<file path="config.mk">
export PLATFORM = sky130hd
export DESIGN_NAME = md_unit_top
export DESIGN_NICKNAME = d
export VERILOG_FILES = /design/src/logic/md_pkg.sv /design/src/logic/md_unit_top.sv /design/src/logic/md_result.sv /design/src/logic/md_div.sv /design/src/logic/md_mult.sv /design/src/logic/md_decode.sv
export SDC_FILE = /design/constraint.sdc
export NUM_CORES = 2
export LEC_CHECK = 0
export ABC_CLOCK_PERIOD_IN_PS = 7830
export BUFFER_PORTS_ARGS = -buffer_cell sky130_fd_sc_hd__buf_2
export CAP_MARGIN = 20
export CORE_MARGIN = 4
export CORE_UTILIZATION = 50
export DETAILED_ROUTE_END_ITERATION = 8
export GPL_TIMING_DRIVEN = 1
export PLACE_DENSITY = 0.69
export SLEW_MARGIN = 15
export SYNTH_ARGS = -nofsm -noshare
export SYNTH_HDL_FRONTEND = slang
export SYNTH_SLANG_ARGS = --single-unit
</file>
<file path="constraint.sdc">
create_clock -name clk_i -period 7.83 [get_ports clk_i]
set_input_delay 0.783 -clock clk_i [delete_from_list [all_inputs] [get_ports clk_i]]
set_output_delay 0.783 -clock clk_i [all_outputs]
set_load 0.03 [all_outputs]
</file>
<file path="src/logic/md_pkg.sv">
// Multiply and divide unit shared definitions
// Widths, operator and state encodings, and the structs passed between stages

`default_nettype none

package md_pkg;

  localparam int unsigned XLEN  = 32;
  localparam int unsigned HALF  = 16;
  localparam int unsigned CNT_W = 5;

  // Operator codes as used in the vector file
  typedef enum logic [1:0] {
    MD_OP_MULL = 2'd0,
    MD_OP_MULH = 2'd1,
    MD_OP_DIV  = 2'd2,
    MD_OP_REM  = 2'd3
  } md_op_e;

  typedef enum logic [1:0] {
    ALBL, ALBH, AHBL, AHBH
  } mult_state_e;

  typedef enum logic [2:0] {
    DIV_IDLE, DIV_ABS_A, DIV_ABS_B, DIV_COMP, DIV_LAST, DIV_CHANGE_SIGN, DIV_FINISH
  } div_state_e;

  // Decoded control, shared by both engines
  typedef struct packed {
    logic is_mult;
    logic want_high;
    logic want_quot;
    logic sign_a;
    logic sign_b;
    logic any_signed;
    logic b_zero;
  } md_ctrl_t;

  // Completion from an engine, done is a one-cycle pulse
  typedef struct packed {
    logic            done;
    logic [XLEN-1:0] result;
  } md_done_t;

endpackage

`default_nettype wire
</file>
<file path="src/logic/md_unit_top.sv">
// Multiply/divide unit top level
// Decode feeds the multiply and divide engines, whose results meet in the result stage

`timescale 1ns/10ps
`default_nettype none

module md_unit_top (
  input  logic                    clk_i,
  input  logic                    rst_ni,
  input  logic                    en_i,
  input  md_pkg::md_op_e          operator_i,
  input  logic [1:0]              signed_mode_i,
  input  logic [md_pkg::XLEN-1:0] op_a_i,
  input  logic [md_pkg::XLEN-1:0] op_b_i,
  input  logic                    ready_i,
  output logic [md_pkg::XLEN-1:0] result_o,
  output logic                    valid_o
);

  md_pkg::md_ctrl_t ctrl;
  md_pkg::md_done_t mult_done;
  md_pkg::md_done_t div_done;
  logic             free;
  logic             mult_start;
  logic             div_start;

  // No new operation while a result is still held
  assign mult_start = en_i & free & ctrl.is_mult;
  assign div_start  = en_i & free & ~ctrl.is_mult;

  md_decode u_decode (
    .operator_i    (operator_i),
    .signed_mode_i (signed_mode_i),
    .op_a_i        (op_a_i),
    .op_b_i        (op_b_i),
    .ctrl_o        (ctrl)
  );

  md_mult u_mult (
    .clk_i   (clk_i),
    .rst_ni  (rst_ni),
    .start_i (mult_start),
    .ctrl_i  (ctrl),
    .op_a_i  (op_a_i),
    .op_b_i  (op_b_i),
    .done_o  (mult_done)
  );

  md_div u_div (
    .clk_i   (clk_i),
    .rst_ni  (rst_ni),
    .start_i (div_start),
    .ctrl_i  (ctrl),
    .op_a_i  (op_a_i),
    .op_b_i  (op_b_i),
    .done_o  (div_done)
  );

  md_result u_result (
    .clk_i       (clk_i),
    .rst_ni      (rst_ni),
    .mult_done_i (mult_done),
    .div_done_i  (div_done),
    .ready_i     (ready_i),
    .free_o      (free),
    .result_o    (result_o),
    .valid_o     (valid_o)
  );

endmodule

`default_nettype wire

</file>
<file path="src/logic/md_result.sv">
// Result stage
// One-entry register that holds a finished result until the consumer takes it

`timescale 1ns/10ps
`default_nettype none

module md_result (
  input  logic                    clk_i,
  input  logic                    rst_ni,
  input  md_pkg::md_done_t        mult_done_i,
  input  md_pkg::md_done_t        div_done_i,
  input  logic                    ready_i,
  output logic                    free_o,
  output logic [md_pkg::XLEN-1:0] result_o,
  output logic                    valid_o
);

  logic                    full_q;
  logic [md_pkg::XLEN-1:0] data_q;
  logic                    capture;

  // Only one engine runs at a time
  assign capture = mult_done_i.done | div_done_i.done;

  always_ff @(posedge clk_i or negedge rst_ni) begin
    if (!rst_ni) begin
      full_q <= 1'b0;
    end else if (capture) begin
      full_q <= 1'b1;
    end else if (full_q && ready_i) begin
      full_q <= 1'b0;
    end
  end

  always_ff @(posedge clk_i) begin
    if (capture) begin
      data_q <= mult_done_i.done ? mult_done_i.result : div_done_i.result;
    end
  end

  assign free_o   = ~full_q;
  assign valid_o  = full_q;
  assign result_o = data_q;

endmodule

`default_nettype wire

</file>
<file path="src/logic/md_div.sv">
// Divide engine
// Restoring long division, one quotient bit per cycle, signs fixed up at the end

`timescale 1ns/10ps
`default_nettype none

module md_div (
  input  logic                    clk_i,
  input  logic                    rst_ni,
  input  logic                    start_i,
  input  md_pkg::md_ctrl_t        ctrl_i,
  input  logic [md_pkg::XLEN-1:0] op_a_i,
  input  logic [md_pkg::XLEN-1:0] op_b_i,
  output md_pkg::md_done_t        done_o
);

  md_pkg::div_state_e state_q, state_d;

  logic [md_pkg::XLEN-1:0]  rem_q, rem_d;
  logic [md_pkg::XLEN-1:0]  num_q, num_d;
  logic [md_pkg::XLEN-1:0]  den_q, den_d;
  logic [md_pkg::XLEN-1:0]  quot_q, quot_d;
  logic [md_pkg::CNT_W-1:0] cnt_q, cnt_d, cnt_dec;

  logic [md_pkg::XLEN-1:0]  sub_a, sub_b;
  logic [md_pkg::XLEN:0]    sub_res;
  logic                     ge;
  logic [md_pkg::XLEN-1:0]  one_shift;
  logic [md_pkg::XLEN-1:0]  next_rem, next_quot;
  logic                     neg_res;

  // Shared subtractor, the extra top bit is the borrow
  assign sub_res = {1'b0, sub_a} - {1'b0, sub_b};
  assign ge      = ~sub_res[md_pkg::XLEN];

  assign one_shift = {{(md_pkg::XLEN-1){1'b0}}, 1'b1} << cnt_q;
  assign cnt_dec   = cnt_q - 1'b1;
  assign next_rem  = ge ? sub_res[md_pkg::XLEN-1:0] : rem_q;
  assign next_quot = ge ? (quot_q | one_shift) : quot_q;

  // Quotient sign from both operands, remainder follows a
  assign neg_res = ctrl_i.want_quot ? ((ctrl_i.sign_a ^ ctrl_i.sign_b) & ~ctrl_i.b_zero)
                                    : ctrl_i.sign_a;

  always_comb begin
    state_d = state_q;
    rem_d   = rem_q;
    num_d   = num_q;
    den_d   = den_q;
    quot_d  = quot_q;
    cnt_d   = cnt_q;
    sub_a   = '0;
    sub_b   = op_a_i;

    unique case (state_q)
      md_pkg::DIV_IDLE: begin
        if (start_i) begin
          if (ctrl_i.b_zero) begin
            // Zero divisor: all ones for DIV, the dividend for REM
            rem_d   = ctrl_i.want_quot ? '1 : op_a_i;
            state_d = md_pkg::DIV_FINISH;
          end else begin
            state_d = md_pkg::DIV_ABS_A;
          end
        end
      end

      md_pkg::DIV_ABS_A: begin
        num_d   = ctrl_i.sign_a ? sub_res[md_pkg::XLEN-1:0] : op_a_i;
        quot_d  = '0;
        state_d = md_pkg::DIV_ABS_B;
      end

      md_pkg::DIV_ABS_B: begin
        sub_b   = op_b_i;
        den_d   = ctrl_i.sign_b ? sub_res[md_pkg::XLEN-1:0] : op_b_i;
        rem_d   = {{(md_pkg::XLEN-1){1'b0}}, num_q[md_pkg::XLEN-1]};
        cnt_d   = '1;
        state_d = md_pkg::DIV_COMP;
      end

      md_pkg::DIV_COMP: begin
        // Trial subtract, then shift in the next dividend bit
        sub_a  = rem_q;
        sub_b  = den_q;
        rem_d  = {next_rem[md_pkg::XLEN-2:0], num_q[cnt_dec]};
        quot_d = next_quot;
        cnt_d  = cnt_dec;
        if (cnt_q == 1) begin
          state_d = md_pkg::DIV_LAST;
        end
      end

      md_pkg::DIV_LAST: begin
        // Bit 0, keep only the word the operator asks for
        sub_a   = rem_q;
        sub_b   = den_q;
        rem_d   = ctrl_i.want_quot ? next_quot : next_rem;
        state_d = md_pkg::DIV_CHANGE_SIGN;
      end

      md_pkg::DIV_CHANGE_SIGN: begin
        sub_b   = rem_q;
        rem_d   = neg_res ? sub_res[md_pkg::XLEN-1:0] : rem_q;
        state_d = md_pkg::DIV_FINISH;
      end

      md_pkg::DIV_FINISH: begin
        state_d = md_pkg::DIV_IDLE;
      end

      default: begin
        state_d = md_pkg::DIV_IDLE;
      end
    endcase
  end

  always_ff @(posedge clk_i or negedge rst_ni) begin
    if (!rst_ni) begin
      state_q <= md_pkg::DIV_IDLE;
      cnt_q   <= '0;
    end else begin
      state_q <= state_d;
      cnt_q   <= cnt_d;
    end
  end

  always_ff @(posedge clk_i) begin
    rem_q  <= rem_d;
    num_q  <= num_d;
    den_q  <= den_d;
    quot_q <= quot_d;
  end

  assign done_o.done   = (state_q == md_pkg::DIV_FINISH);
  assign done_o.result = rem_q;

endmodule

`default_nettype wire

</file>
<file path="src/logic/md_mult.sv">
// Multiply engine
// One 17x17 signed MAC with a 34-bit accumulator, MUL in 3 cycles, MULH in 4

`timescale 1ns/10ps
`default_nettype none

module md_mult (
  input  logic                    clk_i,
  input  logic                    rst_ni,
  input  logic                    start_i,
  input  md_pkg::md_ctrl_t        ctrl_i,
  input  logic [md_pkg::XLEN-1:0] op_a_i,
  input  logic [md_pkg::XLEN-1:0] op_b_i,
  output md_pkg::md_done_t        done_o
);

  md_pkg::mult_state_e state_q, state_d;

  logic [md_pkg::HALF-1:0]          mac_a, mac_b;
  logic                             mac_sa, mac_sb;
  logic [2*md_pkg::HALF+1:0]        accum, accum_d, accum_q;
  logic signed [2*md_pkg::HALF+1:0] mac_res;
  logic [md_pkg::XLEN-1:0]          result_d, result_q;
  logic                             done_d, done_q;
  logic                             step;

  // Top bits of the sum always agree, so 34 bits hold it
  assign mac_res = $signed({mac_sa, mac_a}) * $signed({mac_sb, mac_b}) + $signed(accum);

  // Idle engine waits for a start, but not in the cycle its own done is out
  assign step = (state_q != md_pkg::ALBL) || (start_i && !done_q);

  always_comb begin
    mac_a    = op_a_i[md_pkg::HALF-1:0];
    mac_b    = op_b_i[md_pkg::HALF-1:0];
    mac_sa   = 1'b0;
    mac_sb   = 1'b0;
    accum    = '0;
    accum_d  = mac_res;
    state_d  = state_q;
    result_d = mac_res[md_pkg::XLEN-1:0];
    done_d   = 1'b0;

    unique case (state_q)
      md_pkg::ALBL: begin
        state_d = md_pkg::ALBH;
      end

      md_pkg::ALBH: begin
        // al*bh plus the upper half of al*bl
        mac_b  = op_b_i[md_pkg::XLEN-1:md_pkg::HALF];
        mac_sb = ctrl_i.sign_b;
        accum  = {{(md_pkg::HALF+2){1'b0}}, accum_q[md_pkg::XLEN-1:md_pkg::HALF]};
        if (!ctrl_i.want_high) begin
          accum_d = {2'b00, mac_res[md_pkg::HALF-1:0], accum_q[md_pkg::HALF-1:0]};
        end
        state_d = md_pkg::AHBL;
      end

      md_pkg::AHBL: begin
        mac_a  = op_a_i[md_pkg::XLEN-1:md_pkg::HALF];
        mac_sa = ctrl_i.sign_a;
        if (!ctrl_i.want_high) begin
          // Low word done: upper half from this step, lower half from al*bl
          accum    = {{(md_pkg::HALF+2){1'b0}}, accum_q[md_pkg::XLEN-1:md_pkg::HALF]};
          result_d = {mac_res[md_pkg::HALF-1:0], accum_q[md_pkg::HALF-1:0]};
          done_d   = 1'b1;
          state_d  = md_pkg::ALBL;
        end else begin
          accum   = accum_q;
          state_d = md_pkg::AHBH;
        end
      end

      md_pkg::AHBH: begin
        mac_a  = op_a_i[md_pkg::XLEN-1:md_pkg::HALF];
        mac_b  = op_b_i[md_pkg::XLEN-1:md_pkg::HALF];
        mac_sa = ctrl_i.sign_a;
        mac_sb = ctrl_i.sign_b;
        // Partial sum shifted down by 16, sign kept only for signed modes
        accum  = {{md_pkg::HALF{ctrl_i.any_signed & accum_q[2*md_pkg::HALF+1]}},
                  accum_q[2*md_pkg::HALF+1:md_pkg::HALF]};
        done_d  = 1'b1;
        state_d = md_pkg::ALBL;
      end
    endcase
  end

  always_ff @(posedge clk_i or negedge rst_ni) begin
    if (!rst_ni) begin
      state_q <= md_pkg::ALBL;
      done_q  <= 1'b0;
    end else begin
      done_q <= done_d;
      if (step) begin
        state_q <= state_d;
      end
    end
  end

  always_ff @(posedge clk_i) begin
    if (step) begin
      accum_q <= accum_d;
    end
    if (done_d) begin
      result_q <= result_d;
    end
  end

  assign done_o.done   = done_q;
  assign done_o.result = result_q;

endmodule

`default_nettype wire

</file>
<file path="src/logic/md_decode.sv">
// Multiply/divide decode
// Classifies the operator and derives operand signs and the zero-divisor flag

`timescale 1ns/10ps
`default_nettype none

module md_decode (
  input  md_pkg::md_op_e          operator_i,
  input  logic [1:0]              signed_mode_i,
  input  logic [md_pkg::XLEN-1:0] op_a_i,
  input  logic [md_pkg::XLEN-1:0] op_b_i,
  output md_pkg::md_ctrl_t        ctrl_o
);

  always_comb begin
    ctrl_o.is_mult   = (operator_i == md_pkg::MD_OP_MULL) ||
                       (operator_i == md_pkg::MD_OP_MULH);
    ctrl_o.want_high = (operator_i == md_pkg::MD_OP_MULH);
    ctrl_o.want_quot = (operator_i == md_pkg::MD_OP_DIV);
    // Bit 0 of the mode qualifies a, bit 1 qualifies b
    ctrl_o.sign_a     = signed_mode_i[0] & op_a_i[md_pkg::XLEN-1];
    ctrl_o.sign_b     = signed_mode_i[1] & op_b_i[md_pkg::XLEN-1];
    ctrl_o.any_signed = (signed_mode_i != 2'b00);
    ctrl_o.b_zero     = (op_b_i == '0);
  end

endmodule

`default_nettype wire

</file>
# After elaboration in Yosys (flattened, before gate mapping)
# Cells that the tools add are included.
[op_classes]
add_sub_neg = 3
multipliers = 1
div = 0
n_lt_le_gt_ge = 1
n_eq_ne = 18
n_shift = 1
n_mux = 38
bitwise_logic = 13
reduce_logical = 22
[op_table]
columns = ["cell", "n"]
rows = [
  ["2-to-1 mux 32 bit", 13],
  ["case mux 32 bit (5 select lines)", 1],
  ["2-to-1 mux 34 bit", 3],
  ["case mux 34 bit (3 select lines)", 1],
  ["case mux 32 bit (3 select lines)", 1],
  ["case mux 32 bit (2 select lines)", 1],
  ["adder 34 bit", 1],
  ["multiplier 17 x 17 -> 34 bit", 1],
  ["subtractor 32 x 32 -> 33 bit", 1],
  ["zero test 32 bit", 1],
  ["2-to-1 mux 16 bit", 2],
  ["OR 32 bit", 1],
  ["<< shifter 1 x 5 -> 32 bit, first input constant", 1],
  ["case mux 3 bit (6 select lines)", 1],
  ["case mux 5 bit (2 select lines)", 1],
  ["nonzero test 2 bit", 5],
  ["equality test 3 bit, second input constant", 3],
  ["2-to-1 mux 3 bit", 3],
  ["!= test 2 x 1 -> 1 bit, second input constant", 4],
  ["case mux 2 bit (4 select lines)", 1],
  ["AND 1 bit", 7],
  ["2-to-1 mux 1 bit", 7],
  ["equality test 2 bit, second input constant", 3],
  ["equality test 3 x 2 -> 1 bit, second input constant", 2],
  ["other kinds (23)", 32],
]
[word_totals]
regBits = 238
latchBits = 0
mem_bits_rw = 0
mem_bits_ro = 0
input_bits = 72
output_inout_bits = 33
elab_cells = 111
memories = 0

# Logic depth before layout (Yosys ltp)
[depth]
ltp_word = 7
depth_mapped = 28
ltp_nobuf = 26

# Hierarchy
# A second synthesis with hierarchy kept.
[hier_totals]
cells_unflattened = 3052
hier_area_um2 = 29134.2
[by_module_without_submodules]
columns = ["mod", "instances", "cells_per_inst", "area_each_um2", "seq_area_each_um2"]
rows = [
  ["md_mult", 1, 1711, 15881.5, 2057.0],
  ["md_div", 1, 1250, 11583.6, 4043.9],
  ["md_result", 1, 72, 1547.7, 985.9],
  ["md_decode", 1, 17, 105.1, 0.0],
  ["md_unit_top", 1, 2, 16.3, 0.0],
]

# Least setup slack after synthesis
# Ideal clock, no wire load.
[synth_path]
path_kind = "flip-flop to flip-flop"
start = "register u_mult.state_q[1]"
end = "register u_mult.accum_q[28] in the netlist's numbering, data pin"
setup_time_ns = 0.260
t_arrival_ns = 7.982
required_ns = 7.570
slack_ns = -0.411
path_stages_with_launch = 25
n_path_buf = 3
period_less_slack_ns = 8.241
cell_sequence = "dfrtp_1 -> clkbuf_1 -> clkbuf_1 -> buf_1 -> nand3_1 -> nor2_1 -> fa_1 -> fa_1 -> fa_1 -> inv_1 -> fa_1 -> inv_1 -> fa_1 -> inv_1 -> fa_1 -> inv_1 -> ha_1 -> o21a_1 -> o21a_1 -> o41ai_4 -> a21oi_2 -> a311o_4 -> a31oi_4 -> xnor2_1 -> mux2_2"
[synth_between]
elab_chain_len = 7
elab_cells_between_ends = 14
cone_classes = "1 x add/sub; 1 x mul; 3 x eq/ne; 7 x mux; 2 x reduce/logical"
[synth_rtl]
columns = ["element", "line_no", "rtl"]
rows = [
  ["start, declared", "md_mult.sv:17", "md_pkg::mult_state_e state_q, state_d;"],
  ["start signal, assigned", "md_mult.sv:91", "state_q <= md_pkg::ALBL;"],
  ["start signal, assigned", "md_mult.sv:96", "state_q <= state_d;"],
  ["equality test 2 bit / equality test 2 x 1 -> 1 bit (equally long branches)", "md_mult.sv:44", "unique case (state_q)"],
  ["OR reduction 2 bit (no line)", "-", ""],
  ["2-to-1 mux 16 bit / 2-to-1 mux 1 bit (equally long branches)", "md_mult.sv:44", ""],
  ["multiplier 17 x 17 -> 34 bit", "md_mult.sv:28", "assign mac_res = $signed({mac_sa, mac_a}) * $signed({mac_sb, mac_b}) + $signed(accum);"],
  ["adder 34 bit", "md_mult.sv:28", ""],
  ["2-to-1 mux 34 bit", "md_mult.sv:54", "if (!ctrl_i.want_high) begin"],
  ["2-to-1 mux 34 bit *", "md_mult.sv:44", ""],
  ["via u_mult.accum_d, one bit", "md_mult.sv:21", "logic [2*md_pkg::HALF+1:0] accum, accum_d, accum_q;"],
  ["end signal, assigned", "md_mult.sv:103", "accum_q <= accum_d;"],
  ["end, declared", "md_mult.sv:21", ""],
]
# Mark *: on every way through the listed nets, which the timed path passes. The rest lies on a longest branch. The select of a mux whose other input is x is not followed.
# A chain may end at the register's enable or synchronous reset.

# Final worst setup path
[layout_path]
start = "register u_mult.state_q[0]"
end = "register u_mult.result_q[28] in the netlist's numbering, data pin"
[layout_between]
elab_chain_len = 7
elab_cells_between_ends = 14
cone_classes = "1 x add/sub; 1 x mul; 3 x eq/ne; 7 x mux; 2 x reduce/logical"
[layout_rtl]
columns = ["element", "line_no", "rtl"]
rows = [
  ["equality test 2 bit / equality test 2 x 1 -> 1 bit (equally long branches)", "md_mult.sv:44", ""],
  ["OR reduction 2 bit (no line)", "-", ""],
  ["2-to-1 mux 16 bit / 2-to-1 mux 1 bit (equally long branches)", "md_mult.sv:44", ""],
  ["multiplier 17 x 17 -> 34 bit", "md_mult.sv:28", ""],
  ["adder 34 bit", "md_mult.sv:28", ""],
  ["2-to-1 mux 32 bit", "md_mult.sv:63", "if (!ctrl_i.want_high) begin"],
  ["2-to-1 mux 32 bit *", "md_mult.sv:44", ""],
  ["via u_mult.result_d, one bit", "md_mult.sv:23", "logic [md_pkg::XLEN-1:0] result_d, result_q;"],
  ["end signal, assigned", "md_mult.sv:106", "result_q <= result_d;"],
  ["end, declared", "md_mult.sv:23", ""],
]
# Mark *: on every way through the listed nets, which the timed path passes. The rest lies on a longest branch.

==> qor.txt <==
Run status: complete, no violations
Cell type with the largest total area after synthesis: sky130_fd_sc_hd__fa_1
Number of enable-type register cells in the synthesized netlist: 226
Total congestion overflow after global routing: 0
Post-synth cell types: 77
Crit Path Max Fanout: 26
Leading cell type in the layout, fill and taps excluded: sky130_fd_sc_hd__inv_1
Crit path arrival time: 7.89 ns
Critical path class: reg2reg
Max Transition Viols Final: 0
Insertion delay to the later sink of the worst-skew pair: 0.60 ns
DRC violations left: 0
CP required: 8.16 ns
Port Buffers: 104
Clock tree from TritonCTS: done
Layout overhead on the synthesized area: 9.50%
WL final: 103000 um
Max-capacitance violation count: 0
Wire length of the first global-routing pass: 153000 um
Die boundary height: 243 um
Wire length per cell: 26.9 um
Hold Buf Count CTS: 0
Post-synth top flop: sky130_fd_sc_hd__edfxtp_1
Routed via count divided by cell count: 6.17
Area share of the leading cell type in the synthesized netlist: 0.246
DRT antenna net count: 0
Antenna diode instance count: 0
Top Family by Delay on Critical Path: adder cells
Critical Path End Type: register
Via count: 23500
Final number of hold-violating endpoints: 0
Final worst path period share: 0.965
Syn avg cell area: 9.39 um2
Chip Width: 243 um
Largest incremental delay on the critical path: 0.94 ns
Largest net degree at the start of global routing: 55
Number of gates given a new drive strength after cts: 0
Mapped Cells: 2950
Initial DRT Pass Iterations: 6
Starting DRC count in detailed routing: 2916
Cell-by-cell listing of the critical path: buf_12 > mux2i_1 > nor2_1 > fa_1 > fa_1 > ha_1 > fa_1 > inv_1 > fa_1 > fa_1 > inv_1 > ha_1 > o21ai_0 > nor4_2 > o41ai_4 > a21oi_2 > a311o_4 > a31oi_4 > xnor2_1 > mux2_2
Hold WC Path Type: in2async
HPWL after detailed placement: 83000 um
Worst path slowest cell: sky130_fd_sc_hd__mux2i_1
RSZ-0062 raised after global routing: false
Post-CTS Repair Setup Buffers: 0
Number of sinks driven by the clock tree: 238
Endpoints failing setup: 0
Minimum clock period: 7.56 ns
Setup Skew: 0.0344 ns
Fill cells: 5007
Peak clock frequency supported by timing: 132 MHz
Layout cells sized above 1: 0.123
Top-level port count: 105
Nets: 3593
Core Area: 0.0550 mm2
Tightest Pin Transition: 1.12 ns
Synth top area cells: sky130_fd_sc_hd__fa_1, sky130_fd_sc_hd__edfxtp_1, sky130_fd_sc_hd__inv_1, sky130_fd_sc_hd__ha_1, sky130_fd_sc_hd__nand2_1
H-tree depth: 1
Commonest cells after routing, fill and taps aside: sky130_fd_sc_hd__inv_1, sky130_fd_sc_hd__fa_1, sky130_fd_sc_hd__nand2_1
Type of element launching the critical path: register
Part of the Yosys area used for sequential elements: 0.256
Setup TNS after final layout: 0 ns
Initial core utilization: 0.504
CP bufs+invs: 3
Cell repeated most along the worst path: sky130_fd_sc_hd__fa_1
Post-synthesis net count: 3501
Die Area: 0.0592 mm2
Normalized max-slew margin: 0.233
Total clock buffers created by CTS: 27
Clock transition at the registers of the reported paths: 0.07 ns
Synthesized flop and latch total: 238
Number of global-route vias before repair: 23600
Clock Path Buffers: 3
Antenna violations before repair: 8
Overall routing resource usage: 0.344
Yosys warnings: 0
Async set-or-reset flop fraction in the synthesized netlist: 0.0504
Floorplan row count: 86
Clock Tree Root: sky130_fd_sc_hd__clkbuf_16
Placer's final routability congestion estimate: 1.01
Synthesized cell area: 0.0277 mm2
==> worst paths after layout <==
path                       slack [ns]                            end                           from  cells after the start
max in group asynchronous        7.40  u_mult.state_q[1]$_DFFE_PN0P_                         rst_ni                      1
hold / removal                   0.10     u_div.cnt_q[1]$_DFFE_PN0P_                         rst_ni                      1
hold reg to reg                  0.50   u_result.valid_o$_DFFE_PN0P_   u_result.valid_o$_DFFE_PN0P_                      1
setup / recovery                 0.27  u_mult.result_q[28]$_DFFE_PP_  u_mult.state_q[0]$_DFFE_PN0P_                     20
min in group clk_i               0.48   u_result.valid_o$_DFFE_PN0P_                        ready_i                      3
setup reg to reg                 0.27  u_mult.result_q[28]$_DFFE_PP_  u_mult.state_q[0]$_DFFE_PN0P_                     20
==> through the flow <==
| step | instances | util | setup WS (ns) | hold slack (ns) | area [um2] |
|---|---|---|---|---|---|
| 3_3_place_gp | 3761 | 0.536 | 0.231 | 0.485 | 29500 |
| 6_report | 3811 | 0.552 | 0.273 | 0.101 | 30300 |
| 2_1_floorplan | 2950 | - | 0.0283 | 0.487 | 27700 |
| 5_1_grt | 3811 | 0.552 | 0.00251 | 0.124 | 30300 |
| 3_5_place_dp | 3761 | 0.536 | 0.0934 | 0.496 | 29500 |
| 4_1_cts | 3811 | 0.552 | 0.384 | 0.102 | 30300 |
==> cells by family after synthesis <==
group,after synthesis,synth area share
AO/OA/AOI/OAI,568,0.138
multiplexers,144,0.0605
flip-flops,238,0.256
AND/OR/NAND/NOR,830,0.128
XOR/XNOR,78,0.0247
adder cells (fa/ha/maj),479,0.309
buffers and inverters,613,0.0838
==> final cells by class <==
| class | instances | area, um2 | area share |
|---|---|---|---|
| Tap cell | 748 | 936 | 0.0309 |
| Sequential cell | 238 | 7090 | 0.234 |
| Inverter | 475 | 1780 | 0.0588 |
| Clock inverter | 15 | 146 | 0.00483 |
| Multi-Input combinational cell | 2099 | 18400 | 0.605 |
| Timing Repair Buffer | 201 | 1310 | 0.0432 |
| Clock buffer | 35 | 706 | 0.0233 |
==> layer usage <==
| layer | vias to the layer above | wire length [um] | global-route usage |
|---|---|---|---|
| li1 | 10100 | - | - |
| met1 | 11600 | 38200 | 0.463 |
| met2 | 1541 | 45600 | 0.531 |
| met3 | 315 | 12100 | 0.0713 |
| met4 | 6 | 6590 | 0.172 |
| met5 | - | 31 | 0 |
==> state kept, by name, indices dropped and copies added, names as in the netlist <==
signal / count
u_result.valid_o: 1
u_mult.accum_q: 34
u_mult.state_q: 2
u_div.quot_q: 32
u_result.result_o: 32
u_mult.done_q: 1
u_div.den_q: 32
u_div.state_q: 3
u_mult.result_q: 32
u_div.num_q: 32
u_div.rem_q: 32
u_div.cnt_q: 5
==> cells in the mapped netlist (all sizes together), types with 5 or more instances <==
library cell and count:
nor3 20, mux2i 46, inv 474, or3 5
a22o 17, and3 14, o32a 5, o21a 19
a21o 25, nand2 328, ha 139, fa 340
o211ai 14, clkbuf 112, o22ai 10, a221oi 72
a22oi 12, a2111oi 5, xor2 25, nor2 318
xnor2 53, nor2b 46, edfxtp 226, a31oi 16
o41ai 6, nor4 12, and2 16, o21bai 5
nand4 7, a21boi 5, buf 26, o21ai 123
o221ai 10, mux2 88, o22a 16, nor3b 6
nand3 17, o311ai 5, dfrtp 12, a21oi 156
mux4 10, nand2b 24, a211oi 11, or2 11
Power is not shown: default switching activity piles up to over one toggle a cycle in this logic, so the estimate is an artifact.
